===== config.mk =====
export PLATFORM = sky130hd
export DESIGN_NAME = adam_lsbp
export DESIGN_NICKNAME = d
export VERILOG_FILES = /design/src/adam_lsbp_pkg.sv /design/src/adam_timer_pkg.sv /design/src/adam_reg_if.sv /design/src/adam_lsbp_apb_decode.sv /design/src/adam_lsbp_timer.sv /design/src/adam_lsbp_intc.sv /design/src/adam_lsbp.sv
export SDC_FILE = /design/constraint.sdc
export NUM_CORES = 2
export LEC_CHECK = 0
export BUFFER_PORTS_ARGS = -buffer_cell sky130_fd_sc_hd__buf_2
export CELL_PAD_IN_SITES_DETAIL_PLACEMENT = 1
export CELL_PAD_IN_SITES_GLOBAL_PLACEMENT = 2
export CORE_MARGIN = 4
export CORE_UTILIZATION = 34
export DETAILED_ROUTE_END_ITERATION = 8
export PLACE_DENSITY_LB_ADDON = 0.15
export SYNTH_ARGS = -nofsm -noshare
export SYNTH_HDL_FRONTEND = slang
export SYNTH_SLANG_ARGS = --single-unit

===== constraint.sdc =====
create_clock -name clk -period 2.43 [get_ports clk]
set_input_delay 0.243 -clock clk [delete_from_list [all_inputs] [get_ports clk]]
set_output_delay 0.243 -clock clk [all_outputs]
set_load 0.005 [all_outputs]

===== src/adam_lsbp_pkg.sv =====
package adam_lsbp_pkg;

    // upper bound for the number of timer slots
    localparam int MAX_TIMERS = 8;

    // bus level words
    typedef logic [31:0] data_t;
    typedef logic [11:0] addr_t;

    // decoded address fields
    typedef logic [3:0] slot_t;
    typedef logic [2:0] offs_t;

    // slot number sits in the upper address nibble
    localparam int SLOT_MSB = 11;
    localparam int SLOT_LSB = 8;

    // word offset inside a slot, byte lanes ignored
    localparam int OFFS_MSB = 4;
    localparam int OFFS_LSB = 2;

endpackage


===== src/adam_timer_pkg.sv =====
package adam_timer_pkg;

    // timer register map
    typedef enum adam_lsbp_pkg::offs_t {
        TMR_CTRL     = 3'd0,
        TMR_PRESCALE = 3'd1,
        TMR_LIMIT    = 3'd2,
        // read only
        TMR_COUNT    = 3'd3
    } tmr_reg_e;

    // interrupt controller register map
    typedef enum adam_lsbp_pkg::offs_t {
        // write 1s to clear
        INTC_PENDING = 3'd0,
        INTC_MASK    = 3'd1
    } intc_reg_e;

    // CTRL bit positions
    localparam int CTRL_EN_BIT = 0;

endpackage


===== src/adam_reg_if.sv =====
interface adam_reg_if #(
    parameter int NO_TIMERS = 4
) ();

    // one slot per timer plus the interrupt controller
    logic [NO_TIMERS:0]   sel;
    logic                 req;
    logic                 write;
    adam_lsbp_pkg::offs_t offs;
    adam_lsbp_pkg::data_t wdata;

    // response entries, one per slot
    adam_lsbp_pkg::data_t rdata [NO_TIMERS+1];
    logic                 err   [NO_TIMERS+1];

    modport master (
        output sel, req, write, offs, wdata,
        input  rdata, err
    );

    modport slave (
        input  sel, req, write, offs, wdata,
        output rdata, err
    );

endinterface


===== src/adam_lsbp_apb_decode.sv =====
module adam_lsbp_apb_decode #(
    parameter int NO_TIMERS = 4
) (
    input  logic                 clk,
    input  logic                 rst_n,
    input  logic                 psel,
    input  logic                 penable,
    input  logic                 pwrite,
    input  logic                 pause_req,
    input  adam_lsbp_pkg::addr_t paddr,
    input  adam_lsbp_pkg::data_t pwdata,
    output adam_lsbp_pkg::data_t prdata,
    output logic                 pready,
    output logic                 pslverr,
    output logic                 pause_ack,
    adam_reg_if.master           bus
);

    typedef enum logic [1:0] {
        IDLE,
        ISSUE,
        RESP,
        PAUSED
    } state_e;

    state_e               state;
    state_e               state_next;
    adam_lsbp_pkg::slot_t slot;
    logic [NO_TIMERS:0]   sel_q;
    adam_lsbp_pkg::data_t rdata_mux;
    logic                 err_mux;

    if (NO_TIMERS < 1 || NO_TIMERS > adam_lsbp_pkg::MAX_TIMERS) begin : g_bad_cfg
        $error("NO_TIMERS out of range");
    end

    // address split, paddr is stable for the whole access
    assign slot      = paddr[adam_lsbp_pkg::SLOT_MSB:adam_lsbp_pkg::SLOT_LSB];
    assign bus.offs  = paddr[adam_lsbp_pkg::OFFS_MSB:adam_lsbp_pkg::OFFS_LSB];
    assign bus.write = pwrite;
    assign bus.wdata = pwdata;
    assign bus.req   = (state == ISSUE);

    // one-hot slot select, all zero for unmapped slots
    always_comb begin
        for (int i = 0; i <= NO_TIMERS; i++) begin
            bus.sel[i] = (slot == adam_lsbp_pkg::slot_t'(i));
        end
    end

    // pause is only granted from IDLE, i.e. between accesses
    always_comb begin
        state_next = state;
        case (state)
            IDLE: begin
                if (pause_req) begin
                    state_next = PAUSED;
                end else if (psel) begin
                    state_next = ISSUE;
                end
            end
            ISSUE:   state_next = RESP;
            RESP:    state_next = IDLE;
            PAUSED: begin
                if (!pause_req) begin
                    state_next = IDLE;
                end
            end
            default: state_next = IDLE;
        endcase
    end

    always_ff @(posedge clk) begin
        if (!rst_n) begin
            state <= IDLE;
            sel_q <= '0;
        end else begin
            state <= state_next;
            if (state == ISSUE) begin
                sel_q <= bus.sel;
            end
        end
    end

    // no slot hit means a local error with zero data
    always_comb begin
        rdata_mux = '0;
        err_mux   = 1'b1;
        for (int i = 0; i <= NO_TIMERS; i++) begin
            if (sel_q[i]) begin
                rdata_mux = bus.rdata[i];
                err_mux   = bus.err[i];
            end
        end
    end

    assign pready    = (state == RESP);
    assign pslverr   = pready & err_mux;
    assign prdata    = pready ? rdata_mux : '0;
    assign pause_ack = (state == PAUSED);

endmodule


===== src/adam_lsbp_timer.sv =====
module adam_lsbp_timer #(
    parameter int SLOT = 0
) (
    input  logic      clk,
    input  logic      rst_n,
    input  logic      pause,
    adam_reg_if.slave bus,
    output logic      evt
);

    logic                 en;
    adam_lsbp_pkg::data_t prescale;
    adam_lsbp_pkg::data_t limit;
    adam_lsbp_pkg::data_t count;
    adam_lsbp_pkg::data_t pre_cnt;
    adam_lsbp_pkg::data_t rdata_q;
    logic                 err_q;
    logic                 hit;
    logic                 tick;
    logic                 wrap;

    assign hit = bus.req & bus.sel[SLOT];

    // one tick every prescale+1 cycles, frozen while paused
    assign tick = en & ~pause & (pre_cnt >= prescale);
    // >= keeps count bounded when limit is lowered under it
    assign wrap = (count >= limit);
    assign evt  = tick & wrap;

    assign bus.rdata[SLOT] = rdata_q;
    assign bus.err[SLOT]   = err_q;

    always_ff @(posedge clk) begin
        if (!rst_n) begin
            en       <= 1'b0;
            prescale <= '0;
            limit    <= '0;
            count    <= '0;
            pre_cnt  <= '0;
            rdata_q  <= '0;
            err_q    <= 1'b0;
        end else begin
            // prescaler and counter
            if (!en) begin
                pre_cnt <= '0;
            end else if (!pause) begin
                if (tick) begin
                    pre_cnt <= '0;
                    count   <= wrap ? '0 : count + 1'b1;
                end else begin
                    pre_cnt <= pre_cnt + 1'b1;
                end
            end

            // register access, response lands one cycle after req
            rdata_q <= '0;
            err_q   <= 1'b0;
            if (hit) begin
                case (bus.offs)
                    adam_timer_pkg::TMR_CTRL: begin
                        if (bus.write) begin
                            en <= bus.wdata[adam_timer_pkg::CTRL_EN_BIT];
                        end else begin
                            rdata_q <= adam_lsbp_pkg::data_t'(en);
                        end
                    end
                    adam_timer_pkg::TMR_PRESCALE: begin
                        if (bus.write) begin
                            prescale <= bus.wdata;
                        end else begin
                            rdata_q <= prescale;
                        end
                    end
                    adam_timer_pkg::TMR_LIMIT: begin
                        if (bus.write) begin
                            limit <= bus.wdata;
                        end else begin
                            rdata_q <= limit;
                        end
                    end
                    adam_timer_pkg::TMR_COUNT: begin
                        if (bus.write) begin
                            err_q <= 1'b1;
                        end else begin
                            rdata_q <= count;
                        end
                    end
                    default: err_q <= 1'b1;
                endcase
            end
        end
    end

endmodule


===== src/adam_lsbp_intc.sv =====
module adam_lsbp_intc #(
    parameter int NO_TIMERS = 4
) (
    input  logic                 clk,
    input  logic                 rst_n,
    input  logic [NO_TIMERS-1:0] evt,
    adam_reg_if.slave            bus,
    output logic                 irq
);

    logic [NO_TIMERS-1:0] pending;
    logic [NO_TIMERS-1:0] mask;
    adam_lsbp_pkg::data_t rdata_q;
    logic                 err_q;
    logic                 hit;

    // the controller sits right after the last timer
    assign hit = bus.req & bus.sel[NO_TIMERS];

    assign bus.rdata[NO_TIMERS] = rdata_q;
    assign bus.err[NO_TIMERS]   = err_q;

    assign irq = |(pending & mask);

    always_ff @(posedge clk) begin
        if (!rst_n) begin
            pending <= '0;
            mask    <= '0;
            rdata_q <= '0;
            err_q   <= 1'b0;
        end else begin
            rdata_q <= '0;
            err_q   <= 1'b0;
            // sticky, a new event beats a clear in the same cycle
            pending <= pending | evt;
            if (hit) begin
                case (bus.offs)
                    adam_timer_pkg::INTC_PENDING: begin
                        if (bus.write) begin
                            pending <= (pending & ~bus.wdata[NO_TIMERS-1:0]) | evt;
                        end else begin
                            rdata_q <= adam_lsbp_pkg::data_t'(pending);
                        end
                    end
                    adam_timer_pkg::INTC_MASK: begin
                        if (bus.write) begin
                            mask <= bus.wdata[NO_TIMERS-1:0];
                        end else begin
                            rdata_q <= adam_lsbp_pkg::data_t'(mask);
                        end
                    end
                    default: err_q <= 1'b1;
                endcase
            end
        end
    end

endmodule


===== src/adam_lsbp.sv =====
module adam_lsbp #(
    parameter int NO_TIMERS = 4
) (
    input  logic                 clk,
    input  logic                 rst_n,
    input  logic                 psel,
    input  logic                 penable,
    input  logic                 pwrite,
    input  logic                 pause_req,
    input  adam_lsbp_pkg::addr_t paddr,
    input  adam_lsbp_pkg::data_t pwdata,
    output adam_lsbp_pkg::data_t prdata,
    output logic                 pready,
    output logic                 pslverr,
    output logic                 pause_ack,
    output logic                 irq
);

    adam_reg_if #(.NO_TIMERS (NO_TIMERS)) reg_bus ();

    // limit events, one per timer
    logic [NO_TIMERS-1:0] evt;

    adam_lsbp_apb_decode #(
        .NO_TIMERS (NO_TIMERS)
    ) apb_decode (
        .clk       (clk),
        .rst_n     (rst_n),
        .psel      (psel),
        .penable   (penable),
        .pwrite    (pwrite),
        .pause_req (pause_req),
        .paddr     (paddr),
        .pwdata    (pwdata),
        .prdata    (prdata),
        .pready    (pready),
        .pslverr   (pslverr),
        .pause_ack (pause_ack),
        .bus       (reg_bus)
    );

    for (genvar i = 0; i < NO_TIMERS; i++) begin : g_timer
        adam_lsbp_timer #(
            .SLOT (i)
        ) timer (
            .clk   (clk),
            .rst_n (rst_n),
            .pause (pause_ack),
            .bus   (reg_bus),
            .evt   (evt[i])
        );
    end

    adam_lsbp_intc #(
        .NO_TIMERS (NO_TIMERS)
    ) intc (
        .clk   (clk),
        .rst_n (rst_n),
        .evt   (evt),
        .bus   (reg_bus),
        .irq   (irq)
    );

endmodule


==> metrics <==
status=complete, but fails checks; failing checks=negative setup slack; CTS clk-pin slew, worst paths=0.06 ns; nature of the critical path startpoint=flip-flop; RSZ-0062 raised after global routing=yes; Slew @ Worst Pin=1.157 ns; crit-path max FO=6; post-DR wirelength/cell=23.71 µm; combinational share of power=3.6%; Worst path top cell family by delay=simple AND/OR/NAND/NOR gates; RD Place Congestion=0.8572; CTS tree=built; Filler cells=11900; GRT Util Overall=26.53%; arrival time worst endpoint=3.35 ns; Non-Filler Instances=6422; worst hold path class=in2reg; die height=327.5 µm; register area share after synthesis=38.54%; post-synthesis cell type count=74; Clock Latency Late Sink=0.67 ns; Detail Route Antenna Nets=0; starting density of the core=34.45%; Remaining DRCs=0; setup ws final=-0.3450 ns; pins over their slew limit=0; Fmax achieved=0.3604 GHz; Sw Pwr=6.093 mW; final hold vios=0; GRT Residual Overflow=0; CP cell instances=inv_2 -> ha_4 -> nand4_1 -> nor4_4 -> nand4_1 -> a31oi_4 -> buf_6 -> o21ai_4 -> or4_4 -> a211oi_2; fin crit share=114.2%; Worst Setup End Kind=flip-flop; share of layout cells above drive strength 1=27.70%; critical path's most frequent cell=nand4_1; CP max stage cell=or4_4; H-tree depth=3; Mapped Avg Cell Area=7.764 µm²; Total Die Area=107200 µm²; cells after synthesis=4469; ys flop type=dfxtp_1; Iter 0 DRT Violations=2384; pin count of the biggest net entering global routing=176; Max VDD drop=0.0004944 V; DRT Pass-1 Iters=5; final hold slack=0.05143 ns; Internal Pwr Total=18.53 mW; Num CTS Buffers=83; total negative slack=-35.83 ns; P&R area growth vs syn=37.32%; slew margin rel.=22.84%; Post-synth EDFFs=0; synthesized net count=4783; DIE WIDTH=327.5 µm; PnR Total Power=24.63 mW; Core ar.=100700 µm²; post-route minimum period=2.775 ns; final wirelength=152300 µm; Critical path buffers and inverters=2; clock sinks=668; FP Rows=116; Via-to-Cell Ratio=5.361; Ports=86; Detail Placement HPWL=101500 µm; Reg2Reg Setup Slack=-0.34 ns; Power per Cell Area=516.8 nW/µm²; Sequential Power Share=44.5%; vias in the first global route=33790; mapped cell area=34700 µm²; Worst path max stage delay=0.51 ns; Setup Crit Path Kind=reg2reg; Yosys warning total=0; Max Cap Viol=0; nets=5311; DR vias=34430; # setup viols final=254; clock power share=51.9%; Req. time, crit path=3.00 ns; LEAKAGE=17.28 nW; Layout Skew=0.02340 ns; first-pass GRT wire length=217000 µm; placed insts=6144; antenna violations before repair=14; ys async rst share=0%; CTS root buffer=clkbuf_16; IO buf count=79; worst-case clock buffer depth=3; Switching Fraction=24.74%; Yosys reg bits=668
-- path summary, 6_finish.rpt --
kind,start,end,cells past startpoint
max,g_timer[3].timer.prescale[31],g_timer[3].timer.count[31],10
min,pwdata[7],g_timer[2].timer.limit[7],3
max reg2reg,g_timer[3].timer.prescale[31],g_timer[3].timer.count[31],10
min reg2reg,g_timer[1].timer.limit[24],g_timer[1].timer.limit[24],2
-- synthesized netlist by cell type (all sizes together) (18+ instances only) --
master / count / area, µm²
a211oi: 42 / 320.3
a21o: 35 / 262.8
a21oi: 427 / 2145
a22oi: 157 / 1179
and2: 23 / 143.9
and3: 48 / 300.3
and4: 24 / 210.2
buf: 19 / 95.09
clkbuf: 260 / 1011
dfxtp: 668 / 13370
ha: 264 / 3303
inv: 284 / 1066
mux2i: 20 / 200.2
nand2: 795 / 2994
nand3: 99 / 495.5
nand4: 78 / 488.0
nor2: 446 / 1674
nor3: 122 / 615.6
nor4: 19 / 131.4
o2111ai: 38 / 332.8
o211ai: 27 / 202.7
o21ai: 203 / 1023
o31ai: 19 / 142.6
or3: 20 / 125.1
or4: 18 / 138.9
xnor2: 65 / 569.3
xor2: 145 / 1270
-- cell usage in the layout, fill, tap and decap left out, types with 16 or more instances in the layout --
master,count
a22oi_1,127
buf_6,70
o21ai_1,23
a22oi_2,30
buf_2,76
clkbuf_16,102
buf_4,484
nor2_4,57
a211oi_2,31
and3_1,48
and2_1,22
clkinv_2,18
dfxtp_2,63
mux2i_1,18
nor2_2,37
buf_12,46
nand2_1,790
o21ai_0,162
nor3_1,63
dfxtp_1,599
nor2_1,352
and4_1,23
a21oi_1,379
o211ai_1,27
xor2_1,138
a21oi_2,44
clkbuf_1,18
inv_2,37
a21o_1,35
nor3_2,46
ha_1,224
nand4_1,78
xnor2_1,62
inv_1,247
ha_4,40
nand3_1,93
o31ai_1,16
-- final cells by class --
type                       instances  area (µm²)  share of cell area [%]
tap                             1357        1698                   3.563
timing repair buffer             721        6646                   13.95
clock inverter                    33       354.1                  0.7431
clock buffer                     116        2362                   4.957
inverter                         285        1077                   2.261
antenna                            4       10.01                 0.02101
sequential                       668       13470                   28.28
multi-input combinational       3238       22030                   46.23
-- worst min-delay path, cell delays in order --
cell and delay [ns]:
buf_2 0.24, nand2_1 0.11, a21oi_1 0.05
-- state kept, by name (all words and copies together), names as in the netlist --
signal	cells
apb_decode.sel_q	5
g_timer.timer.limit	128
intc.mask	4
intc.err_q	1
g_timer.timer.rdata_q	128
intc.pending	4
apb_decode.state	2
g_timer.timer.count	128
intc.rdata_q	4
g_timer.timer.en	4
g_timer.timer.prescale	128
g_timer.timer.pre_cnt	128
g_timer.timer.err_q	4
-- per-stage QoR --
step | util [%] | worst slack [ns] | cell area, µm²
2_1_floorplan | - | -0.04072 | 34770
3_3_place_gp | 39.84 | -0.3043 | 40130
3_5_place_dp | 39.84 | -0.4282 | 40130
4_1_cts | 44.29 | -0.2844 | 44610
5_1_grt | 47.30 | -0.4887 | 47640
6_report | 47.31 | -0.3450 | 47650
-- what timing repair did --
action	4_1_cts	5_1_grt
hold buffers	9	0
gates cloned	11	24
pin swaps	75	242
hold endpoints to repair	11	0
setup endpoints to repair	292	292
resized for setup	263	504
setup buffers	36	58
-- cells by family after synthesis --
logic type                 Yosys count  synth area share [%]
buffers and inverters              564                 6.270
xor gates and xnor gates           210                 5.301
adders and majority gates          264                 9.519
and+or+nand+nor                   1737                 21.96
AOI/OAI and AO/OA                 1003                 17.67
muxes                               23                0.7392
DFF                                668                 38.54
-- power groups by stage --
stage,combinational (mW),clock (mW),sequential [mW]
final,0.895,12.8,11.0
after global routing,0.920,13.5,11.0
after CTS,0.853,13.0,11.0
after detailed placement,0.812,0,11.2
after global placement,0.811,0,11.2
after floorplan,0.363,0,11.2
-- layer usage --
metal | vias to the layer above | global-route usage [%] | wire [µm]
met5 | - | 0 | 7
met4 | 2 | 7.117 | 4342
met3 | 187 | 3.316 | 6330
met2 | 716 | 42.56 | 69670
met1 | 17170 | 37.57 | 71940
li1 | 16360 | - | -
No activity file was read; power rests on OpenSTA's default activity.
